===== config.mk =====
export PLATFORM = sky130hd
export DESIGN_NAME = mips_core
export DESIGN_NICKNAME = d
export VERILOG_FILES = /design/src/mips_pkg.sv /design/src/reg_file.sv /design/src/operand_forward.sv /design/src/pipeline_ctl.sv /design/src/fetch_stage.sv /design/src/decode_stage.sv /design/src/execute_stage.sv /design/src/memory_stage.sv /design/src/mips_core.sv
export SDC_FILE = /design/constraint.sdc
export NUM_CORES = 2
export LEC_CHECK = 0
export BUFFER_PORTS_ARGS = -buffer_cell sky130_fd_sc_hd__clkbuf_2
export CAP_MARGIN = 20
export CELL_PAD_IN_SITES_DETAIL_PLACEMENT = 1
export CELL_PAD_IN_SITES_GLOBAL_PLACEMENT = 2
export CORE_ASPECT_RATIO = 1.2
export CORE_MARGIN = 2
export CORE_UTILIZATION = 44
export DETAILED_ROUTE_END_ITERATION = 10
export PLACE_DENSITY_LB_ADDON = 0.1
export SKIP_CTS_REPAIR_TIMING = 1
export SYNTH_ARGS = -nofsm -noshare
export SYNTH_HDL_FRONTEND = slang
export SYNTH_HIERARCHICAL = 1
export SYNTH_SLANG_ARGS = --single-unit

===== constraint.sdc =====
create_clock -name clk -period 13.4 [get_ports clk]
set_input_delay 0.67 -clock clk [delete_from_list [all_inputs] [get_ports clk]]
set_output_delay 0.67 -clock clk [all_outputs]
set_load 0.02 [all_outputs]

===== src/mips_pkg.sv =====
package mips_pkg;

        localparam int XLEN = 32;

        typedef logic [XLEN-1:0] word_t;
        typedef logic [4:0]      reg_addr_t;

        localparam word_t RESET_PC = '0;

        // primary opcodes
        localparam logic [5:0] OPC_SPECIAL = 6'h00;
        localparam logic [5:0] OPC_BEQ     = 6'h04;
        localparam logic [5:0] OPC_BNE     = 6'h05;
        localparam logic [5:0] OPC_ADDIU   = 6'h09;
        localparam logic [5:0] OPC_ORI     = 6'h0d;
        localparam logic [5:0] OPC_LUI     = 6'h0f;
        localparam logic [5:0] OPC_LW      = 6'h23;
        localparam logic [5:0] OPC_SW      = 6'h2b;

        // function codes under SPECIAL
        localparam logic [5:0] FN_ADDU = 6'h21;
        localparam logic [5:0] FN_SUBU = 6'h23;
        localparam logic [5:0] FN_AND  = 6'h24;
        localparam logic [5:0] FN_OR   = 6'h25;
        localparam logic [5:0] FN_XOR  = 6'h26;
        localparam logic [5:0] FN_SLT  = 6'h2a;

        typedef enum logic [2:0] {
                ALU_ADD,
                ALU_SUB,
                ALU_AND,
                ALU_OR,
                ALU_XOR,
                ALU_SLT,
                ALU_LUI
        } alu_op_e;

        typedef enum logic [1:0] {
                MEM_NONE,
                MEM_LOAD,
                MEM_STORE
        } mem_op_e;

        typedef struct packed {
                alu_op_e   alu_op;
                mem_op_e   mem_op;
                word_t     op_a;
                word_t     op_b;
                word_t     store_data;
                reg_addr_t dest;
                logic      we;
        } idex_t;

        typedef struct packed {
                word_t     result;
                word_t     store_data;
                mem_op_e   mem_op;
                reg_addr_t dest;
                logic      we;
        } exmm_t;

        typedef struct packed {
                word_t     value;
                reg_addr_t dest;
                logic      we;
        } mmwb_t;

endpackage


===== src/reg_file.sv =====
`timescale 1ns/1ps

module reg_file (
        input  logic                clk,
        input  logic                rst_n,
        input  mips_pkg::reg_addr_t rs_addr_i,
        input  mips_pkg::reg_addr_t rt_addr_i,
        input  mips_pkg::reg_addr_t wr_addr_i,
        input  logic                wr_en_i,
        input  mips_pkg::word_t     wr_data_i,
        output mips_pkg::word_t     rs_data_o,
        output mips_pkg::word_t     rt_data_o
);
        import mips_pkg::*;

        word_t regs [32];

        always_ff @(posedge clk) begin
                if (!rst_n) begin
                        for (int i = 0; i < 32; i++) begin
                                regs[i] <= '0;
                        end
                end else if (wr_en_i && wr_addr_i != '0) begin
                        regs[wr_addr_i] <= wr_data_i;
                end
        end

        // r0 is never written, so it reads zero
        assign rs_data_o = regs[rs_addr_i];
        assign rt_data_o = regs[rt_addr_i];

endmodule


===== src/operand_forward.sv =====
`timescale 1ns/1ps

module operand_forward (
        input  mips_pkg::reg_addr_t rs_addr_i,
        input  mips_pkg::reg_addr_t rt_addr_i,
        input  mips_pkg::word_t     rs_file_i,
        input  mips_pkg::word_t     rt_file_i,
        input  mips_pkg::exmm_t     ex_i,
        input  mips_pkg::reg_addr_t mm_dest_i,
        input  logic                mm_we_i,
        input  mips_pkg::word_t     mm_value_i,
        input  mips_pkg::mmwb_t     wb_i,
        output mips_pkg::word_t     rs_value_o,
        output mips_pkg::word_t     rt_value_o
);
        import mips_pkg::*;

        // youngest writer wins, loads in EX are covered by the interlock
        function automatic word_t pick(input reg_addr_t addr, input word_t file_val);
                word_t v;
                v = file_val;
                if (addr != '0) begin
                        if (ex_i.we && ex_i.mem_op != MEM_LOAD && ex_i.dest == addr) begin
                                v = ex_i.result;
                        end else if (mm_we_i && mm_dest_i == addr) begin
                                v = mm_value_i;
                        end else if (wb_i.we && wb_i.dest == addr) begin
                                v = wb_i.value;
                        end
                end
                return v;
        endfunction

        always_comb begin
                rs_value_o = pick(rs_addr_i, rs_file_i);
                rt_value_o = pick(rt_addr_i, rt_file_i);
        end

endmodule


===== src/pipeline_ctl.sv =====
`timescale 1ns/1ps

module pipeline_ctl (
        input  mips_pkg::reg_addr_t id_rs_i,
        input  mips_pkg::reg_addr_t id_rt_i,
        input  mips_pkg::reg_addr_t ex_dest_i,
        input  logic                ex_is_load_i,
        input  logic                dbus_stall_i,
        output logic                en_fetch_o,
        output logic                en_decode_o,
        output logic                en_mem_o,
        output logic                bubble_o
);
        logic load_use;

        assign load_use = ex_is_load_i && ex_dest_i != '0 &&
                          (ex_dest_i == id_rs_i || ex_dest_i == id_rt_i);

        always_comb begin
                en_fetch_o  = 1'b1;
                en_decode_o = 1'b1;
                en_mem_o    = 1'b1;
                bubble_o    = 1'b0;
                if (dbus_stall_i) begin
                        en_fetch_o  = 1'b0;
                        en_decode_o = 1'b0;
                        en_mem_o    = 1'b0;
                end else if (load_use) begin
                        // hold IF and ID one cycle, send a bubble down to EX
                        en_fetch_o = 1'b0;
                        bubble_o   = 1'b1;
                end
        end

endmodule


===== src/fetch_stage.sv =====
`timescale 1ns/1ps

module fetch_stage (
        input  logic            clk,
        input  logic            rst_n,
        input  logic            en_i,
        input  logic            branch_taken_i,
        input  mips_pkg::word_t branch_target_i,
        output mips_pkg::word_t ibus_addr_o,
        input  mips_pkg::word_t ibus_rddata_i,
        output mips_pkg::word_t id_pc_o,
        output mips_pkg::word_t id_inst_o
);
        import mips_pkg::*;

        word_t pc_q;
        word_t pc_next;

        // the delay slot is already in IF when decode sees the branch
        assign pc_next = branch_taken_i ? branch_target_i : pc_q + XLEN'(4);

        always_ff @(posedge clk) begin
                if (!rst_n) begin
                        pc_q      <= RESET_PC;
                        id_pc_o   <= '0;
                        id_inst_o <= '0;
                end else if (en_i) begin
                        pc_q      <= pc_next;
                        id_pc_o   <= pc_q;
                        id_inst_o <= ibus_rddata_i;
                end
        end

        assign ibus_addr_o = pc_q;

endmodule


===== src/decode_stage.sv =====
`timescale 1ns/1ps

module decode_stage (
        input  logic                clk,
        input  logic                rst_n,
        input  logic                en_i,
        input  logic                bubble_i,
        input  mips_pkg::word_t     pc_i,
        input  mips_pkg::word_t     inst_i,
        output mips_pkg::reg_addr_t rs_addr_o,
        output mips_pkg::reg_addr_t rt_addr_o,
        input  mips_pkg::word_t     rs_value_i,
        input  mips_pkg::word_t     rt_value_i,
        output logic                branch_taken_o,
        output mips_pkg::word_t     branch_target_o,
        output mips_pkg::idex_t     idex_o
);
        import mips_pkg::*;

        logic [5:0]  opcode;
        logic [5:0]  funct;
        logic [15:0] imm;
        word_t       imm_sext;
        word_t       imm_zext;
        idex_t       idex_d;

        assign opcode    = inst_i[31:26];
        assign rs_addr_o = inst_i[25:21];
        assign rt_addr_o = inst_i[20:16];
        assign funct     = inst_i[5:0];
        assign imm       = inst_i[15:0];
        assign imm_sext  = {{16{imm[15]}}, imm};
        assign imm_zext  = {16'h0000, imm};

        // target is relative to the delay slot
        assign branch_target_o = pc_i + XLEN'(4) + {imm_sext[29:0], 2'b00};

        always_comb begin
                idex_d            = '0;
                idex_d.alu_op     = ALU_ADD;
                idex_d.mem_op     = MEM_NONE;
                idex_d.op_a       = rs_value_i;
                idex_d.op_b       = rt_value_i;
                idex_d.store_data = rt_value_i;
                idex_d.dest       = inst_i[15:11];
                idex_d.we         = 1'b0;
                branch_taken_o    = 1'b0;
                case (opcode)
                OPC_SPECIAL: begin
                        idex_d.we = 1'b1;
                        case (funct)
                        FN_ADDU: idex_d.alu_op = ALU_ADD;
                        FN_SUBU: idex_d.alu_op = ALU_SUB;
                        FN_AND:  idex_d.alu_op = ALU_AND;
                        FN_OR:   idex_d.alu_op = ALU_OR;
                        FN_XOR:  idex_d.alu_op = ALU_XOR;
                        FN_SLT:  idex_d.alu_op = ALU_SLT;
                        default: idex_d.we = 1'b0;
                        endcase
                end
                OPC_ADDIU, OPC_ORI, OPC_LUI, OPC_LW: begin
                        idex_d.dest = rt_addr_o;
                        idex_d.we   = 1'b1;
                        idex_d.op_b = (opcode == OPC_ADDIU || opcode == OPC_LW) ?
                                      imm_sext : imm_zext;
                        if (opcode == OPC_ORI) begin
                                idex_d.alu_op = ALU_OR;
                        end else if (opcode == OPC_LUI) begin
                                idex_d.alu_op = ALU_LUI;
                        end else if (opcode == OPC_LW) begin
                                idex_d.mem_op = MEM_LOAD;
                        end
                end
                OPC_SW: begin
                        idex_d.op_b   = imm_sext;
                        idex_d.mem_op = MEM_STORE;
                end
                OPC_BEQ: branch_taken_o = (rs_value_i == rt_value_i);
                OPC_BNE: branch_taken_o = (rs_value_i != rt_value_i);
                default: ;
                endcase
        end

        always_ff @(posedge clk) begin
                if (!rst_n) begin
                        idex_o.mem_op <= MEM_NONE;
                        idex_o.we     <= 1'b0;
                end else if (en_i) begin
                        if (bubble_i) begin
                                idex_o.mem_op <= MEM_NONE;
                                idex_o.we     <= 1'b0;
                        end else begin
                                idex_o <= idex_d;
                        end
                end
        end

endmodule


===== src/execute_stage.sv =====
`timescale 1ns/1ps

module execute_stage (
        input  logic            clk,
        input  logic            rst_n,
        input  logic            en_i,
        input  mips_pkg::idex_t idex_i,
        output mips_pkg::exmm_t ex_next_o,
        output mips_pkg::exmm_t exmm_o
);
        import mips_pkg::*;

        word_t alu_res;

        // loads and stores use ALU_ADD for the address
        always_comb begin
                case (idex_i.alu_op)
                ALU_ADD: alu_res = idex_i.op_a + idex_i.op_b;
                ALU_SUB: alu_res = idex_i.op_a - idex_i.op_b;
                ALU_AND: alu_res = idex_i.op_a & idex_i.op_b;
                ALU_OR:  alu_res = idex_i.op_a | idex_i.op_b;
                ALU_XOR: alu_res = idex_i.op_a ^ idex_i.op_b;
                ALU_SLT: alu_res = XLEN'($signed(idex_i.op_a) < $signed(idex_i.op_b));
                ALU_LUI: alu_res = {idex_i.op_b[15:0], 16'h0000};
                default: alu_res = '0;
                endcase
        end

        always_comb begin
                ex_next_o.result     = alu_res;
                ex_next_o.store_data = idex_i.store_data;
                ex_next_o.mem_op     = idex_i.mem_op;
                ex_next_o.dest       = idex_i.dest;
                ex_next_o.we         = idex_i.we;
        end

        always_ff @(posedge clk) begin
                if (!rst_n) begin
                        exmm_o.mem_op <= MEM_NONE;
                        exmm_o.we     <= 1'b0;
                end else if (en_i) begin
                        exmm_o <= ex_next_o;
                end
        end

endmodule


===== src/memory_stage.sv =====
`timescale 1ns/1ps

module memory_stage (
        input  logic            clk,
        input  logic            rst_n,
        input  logic            en_i,
        input  mips_pkg::exmm_t exmm_i,
        output mips_pkg::word_t dbus_addr_o,
        output mips_pkg::word_t dbus_wdata_o,
        output logic            dbus_rd_o,
        output logic            dbus_wr_o,
        input  mips_pkg::word_t dbus_rddata_i,
        output mips_pkg::word_t mm_value_o,
        output mips_pkg::mmwb_t mmwb_o
);
        import mips_pkg::*;

        assign dbus_addr_o  = exmm_i.result;
        assign dbus_wdata_o = exmm_i.store_data;
        assign dbus_rd_o    = (exmm_i.mem_op == MEM_LOAD);
        assign dbus_wr_o    = (exmm_i.mem_op == MEM_STORE);

        // load data is only meaningful once the bus stops stalling
        assign mm_value_o = dbus_rd_o ? dbus_rddata_i : exmm_i.result;

        always_ff @(posedge clk) begin
                if (!rst_n) begin
                        mmwb_o.we <= 1'b0;
                end else if (!en_i) begin
                        // access still pending, nothing retires this cycle
                        mmwb_o.we <= 1'b0;
                end else begin
                        mmwb_o.value <= mm_value_o;
                        mmwb_o.dest  <= exmm_i.dest;
                        mmwb_o.we    <= exmm_i.we;
                end
        end

endmodule


===== src/mips_core.sv =====
`timescale 1ns/1ps

module mips_core (
        input  logic            clk,
        input  logic            rst_n,
        output mips_pkg::word_t ibus_addr_o,
        input  mips_pkg::word_t ibus_rddata_i,
        output mips_pkg::word_t dbus_addr_o,
        output mips_pkg::word_t dbus_wdata_o,
        output logic            dbus_rd_o,
        output logic            dbus_wr_o,
        input  mips_pkg::word_t dbus_rddata_i,
        input  logic            dbus_stall_i
);
        import mips_pkg::*;

        logic      en_fetch;
        logic      en_decode;
        logic      en_mem;
        logic      bubble;
        word_t     if_pc;
        word_t     if_inst;
        logic      branch_taken;
        word_t     branch_target;
        reg_addr_t id_rs;
        reg_addr_t id_rt;
        word_t     rs_file;
        word_t     rt_file;
        word_t     rs_value;
        word_t     rt_value;
        idex_t     idex;
        exmm_t     ex_next;
        exmm_t     exmm;
        word_t     mm_value;
        mmwb_t     mmwb;

        pipeline_ctl u_ctl (
                .id_rs_i      (id_rs),
                .id_rt_i      (id_rt),
                .ex_dest_i    (idex.dest),
                .ex_is_load_i (idex.mem_op == MEM_LOAD),
                .dbus_stall_i (dbus_stall_i),
                .en_fetch_o   (en_fetch),
                .en_decode_o  (en_decode),
                .en_mem_o     (en_mem),
                .bubble_o     (bubble)
        );

        fetch_stage u_fetch (
                .clk             (clk),
                .rst_n           (rst_n),
                .en_i            (en_fetch),
                .branch_taken_i  (branch_taken),
                .branch_target_i (branch_target),
                .ibus_addr_o     (ibus_addr_o),
                .ibus_rddata_i   (ibus_rddata_i),
                .id_pc_o         (if_pc),
                .id_inst_o       (if_inst)
        );

        decode_stage u_decode (
                .clk             (clk),
                .rst_n           (rst_n),
                .en_i            (en_decode),
                .bubble_i        (bubble),
                .pc_i            (if_pc),
                .inst_i          (if_inst),
                .rs_addr_o       (id_rs),
                .rt_addr_o       (id_rt),
                .rs_value_i      (rs_value),
                .rt_value_i      (rt_value),
                .branch_taken_o  (branch_taken),
                .branch_target_o (branch_target),
                .idex_o          (idex)
        );

        reg_file u_regs (
                .clk       (clk),
                .rst_n     (rst_n),
                .rs_addr_i (id_rs),
                .rt_addr_i (id_rt),
                .wr_addr_i (mmwb.dest),
                .wr_en_i   (mmwb.we),
                .wr_data_i (mmwb.value),
                .rs_data_o (rs_file),
                .rt_data_o (rt_file)
        );

        operand_forward u_fwd (
                .rs_addr_i  (id_rs),
                .rt_addr_i  (id_rt),
                .rs_file_i  (rs_file),
                .rt_file_i  (rt_file),
                .ex_i       (ex_next),
                .mm_dest_i  (exmm.dest),
                .mm_we_i    (exmm.we),
                .mm_value_i (mm_value),
                .wb_i       (mmwb),
                .rs_value_o (rs_value),
                .rt_value_o (rt_value)
        );

        execute_stage u_execute (
                .clk       (clk),
                .rst_n     (rst_n),
                .en_i      (en_mem),
                .idex_i    (idex),
                .ex_next_o (ex_next),
                .exmm_o    (exmm)
        );

        memory_stage u_memory (
                .clk           (clk),
                .rst_n         (rst_n),
                .en_i          (en_mem),
                .exmm_i        (exmm),
                .dbus_addr_o   (dbus_addr_o),
                .dbus_wdata_o  (dbus_wdata_o),
                .dbus_rd_o     (dbus_rd_o),
                .dbus_wr_o     (dbus_wr_o),
                .dbus_rddata_i (dbus_rddata_i),
                .mm_value_o    (mm_value),
                .mmwb_o        (mmwb)
        );

endmodule


==> impl_results.rst <==
.. list-table::
   :header-rows: 1

   * - Metric
     - Value
   * - Mean instance size in the synthesized netlist
     - 11.1 um2
   * - IO buf count
     - 164
   * - Type of element capturing the critical path
     - register
   * - Number of violations reported at the end of detailed-routing iteration 0
     - 5539
   * - Lkg Pwr
     - 0.0318 uW
   * - Initial antenna violation count
     - 11
   * - Layout-stage area growth over the synthesis result
     - 9.44%
   * - First drt pass iteration count
     - 6
   * - Global-route track usage on met2
     - 0.546
   * - Y dimension of the die
     - 470 um
   * - Gr ovfl total
     - 0
   * - Most used cell along the critical path
     - buf_4
   * - Critical-path cell list
     - buf_4, nor2_4, buf_4, buf_4, a22o_1, nor3_1, a31oi_1, nand3_1, a221oi_1, o31ai_1, xor2_1, nor4_1, nand4_1, nor2_1, xnor2_1, nor4b_2, buf_4, and2_1, mux2_2, nand2_1, mux2i_1
   * - Worst-Margin Slew
     - 1.16 ns
   * - Cts bufs inserted
     - 153
   * - Setup total negative slack
     - 0 ns
   * - Worst Clk Skew
     - 0.0428 ns
   * - Final Cycle Share
     - 0.603
   * - Global-route usage over all layers
     - 0.331
   * - Warnings, synthesis
     - 6
   * - Gpl congestion
     - 0.902
   * - Number of max-slew violations in the final report
     - 0
   * - Floorplan row count
     - 171
   * - H-tree levels
     - 4
   * - Placed cells
     - 9252
   * - Area of the core region
     - 180000 um2
   * - Clock transition at the register clock pins on the worst setup and hold paths after CTS
     - 0.06 ns
   * - Count of boundary I/O pins
     - 165
   * - Placed inst area
     - 82200 um2
   * - Buffer cell driving the clock tree root
     - clkbuf_16
   * - Cell area power density
     - 125 nW/um2
   * - Total number of vias
     - 60400
   * - Max-capacitance violation count
     - 0
   * - Post-detailed-route DRC marker count
     - 0
   * - RSZ-0062 raised after global routing
     - no
   * - Clock tree from TritonCTS
     - built
   * - Required time at the worst-slack endpoint
     - 14.08 ns
   * - Largest voltage drop on the vdd net
     - 0.104 mV
   * - Placed wire-length estimate after detailed placement
     - 192 mm
   * - Number of sinks on the clock net
     - 1337
   * - Number of setup violations in the final report
     - 0
   * - Clock latency on the worst-skew pair
     - 0.83 ns
   * - Maximum clock rate
     - 124 MHz
   * - Final cell area excluding filler cells
     - 87100 um2
   * - Vias in the first global route
     - 62400
   * - Global-route wire length before repair
     - 443 mm
   * - Effective utilization at floorplan
     - 0.442
   * - Routed vias/inst
     - 6.32
   * - Die footprint
     - 184000 um2
   * - Largest net degree at the start of global routing
     - 97
   * - Routed WL
     - 311 mm
   * - CP Max Fanout
     - 52
   * - Most Crowded Layer GR
     - met2
   * - Met1 capacity usage during global routing
     - 0.434
   * - Path type of the worst min-delay path
     - input pin to register
   * - Max stage delay cell, worst path
     - and2_1
   * - Width of the die
     - 392 um
   * - Worst max-slew margin expressed relative to the limit
     - 0.220
   * - Run status
     - completed
   * - Fraction of final layout cells with drive strength greater than 1
     - 0.114
   * - Time the worst path needs with I/O delays and setup
     - 8.08 ns
   * - Element type at the critical path start
     - register
   * - Netlist Area Pre-Place
     - 79600 um2
   * - Critical path's largest stage delay
     - 0.69 ns
   * - Hold Violations, Final
     - 0
   * - Number of standard cells after synthesis
     - 7158
   * - Longest Clk Path Bufs
     - 3
   * - Number of nets in the layout
     - 7215
   * - Crit path buffers/inverters
     - 4
   * - Global routing met3 resource utilization
     - 0.0393
   * - Arrival time reported for the critical path endpoint
     - 8.76 ns
   * - Hold WS
     - 0.102 ns
   * - Delay-heaviest family, CP
     - simple AND/OR/NAND/NOR gates
   * - Startpoint-to-endpoint class of the critical path
     - register to register
   * - Final cell count without fillers
     - 9552
   * - Wire per inst
     - 32.5 um
   * - Final ANT Viol Nets
     - 0
-- stage by stage --
step | utilization | setup WS (ns) | total power [uW]
finish | 0.483 | 5.32 | 10900
global route | 0.483 | 5.00 | 11200
CTS | 0.482 | 5.46 | 10900
detailed placement | 0.456 | 5.48 | 6820
global placement | 0.455 | 5.10 | 6790
floorplan | - | 3.79 | 6060
-- cell usage in the layout (no fill, tap or decap), drive strengths merged, types with 30 or more instances in the layout --
cell	n
edfxtp	1234
mux2i	1111
and2	1037
clkbuf	362
a21oi	321
nand2	315
nor2	289
nand3	238
a22oi	211
buf	193
ha	154
a31oi	154
a22o	130
inv	128
o21ai	118
nor3	105
dfxtp	103
o31ai	82
and3	78
a221oi	69
xnor2	68
mux2	61
clkinv	60
xor2	49
a21o	45
conb	32
o211ai	30
-- worst paths after layout --
| check | start | slack (ns) | cells past startpoint | end |
|---|---|---|---|---|
| hold reg to reg | u_decode/idex_o[13] | 0.42 | 0 | u_execute/exmm_o[15] |
| hold / removal | ibus_rddata_i[28] | 0.10 | 3 | u_fetch/id_inst_o[28] |
| setup reg to reg | u_fetch/id_inst_o[16] | 5.32 | 21 | u_fetch/ibus_addr_o[31] |
| setup / recovery | u_fetch/id_inst_o[16] | 5.32 | 21 | u_fetch/ibus_addr_o[31] |
-- flip-flops by register name (all words and copies together), names as in the netlist --
| name | flops |
|---|---|
| u_regs/regs | 1024 |
| u_decode/idex_o | 107 |
| u_execute/exmm_o | 72 |
| u_memory/mmwb_o | 38 |
| u_fetch/ibus_addr_o | 32 |
| u_fetch/id_inst_o | 32 |
| u_fetch/id_pc_o | 32 |
-- worst min-delay path, cell delays in order --
cell      delay, ns
clkbuf_2       0.07
mux2i_1        0.05
nor2_1         0.07
-- metal layers --
layer | wire length (um) | up-vias
met5 | 12 | -
met4 | 14900 | 2
met3 | 17700 | 554
met2 | 149000 | 2247
met1 | 129000 | 31600
li1 | - | 26000
-- cell type report --
type / count / area, um2
clock buffer: 199 / 4070
timing repair buffer: 356 / 2550
tap: 2422 / 3030
sequential: 1337 / 39100
antenna: 18 / 45.0
clock inverter: 77 / 712
fill: 18900 / 93200
inverter: 122 / 458
multi-input combinational: 5021 / 37100
-- report_power, final --
group          switching, uW  internal [uW]  total [uW]
sequential               132           4750        4880
combinational           1300            593        1900
clock                   1800           2310        4110
Note: power is estimated with default switching activity, not from simulation.
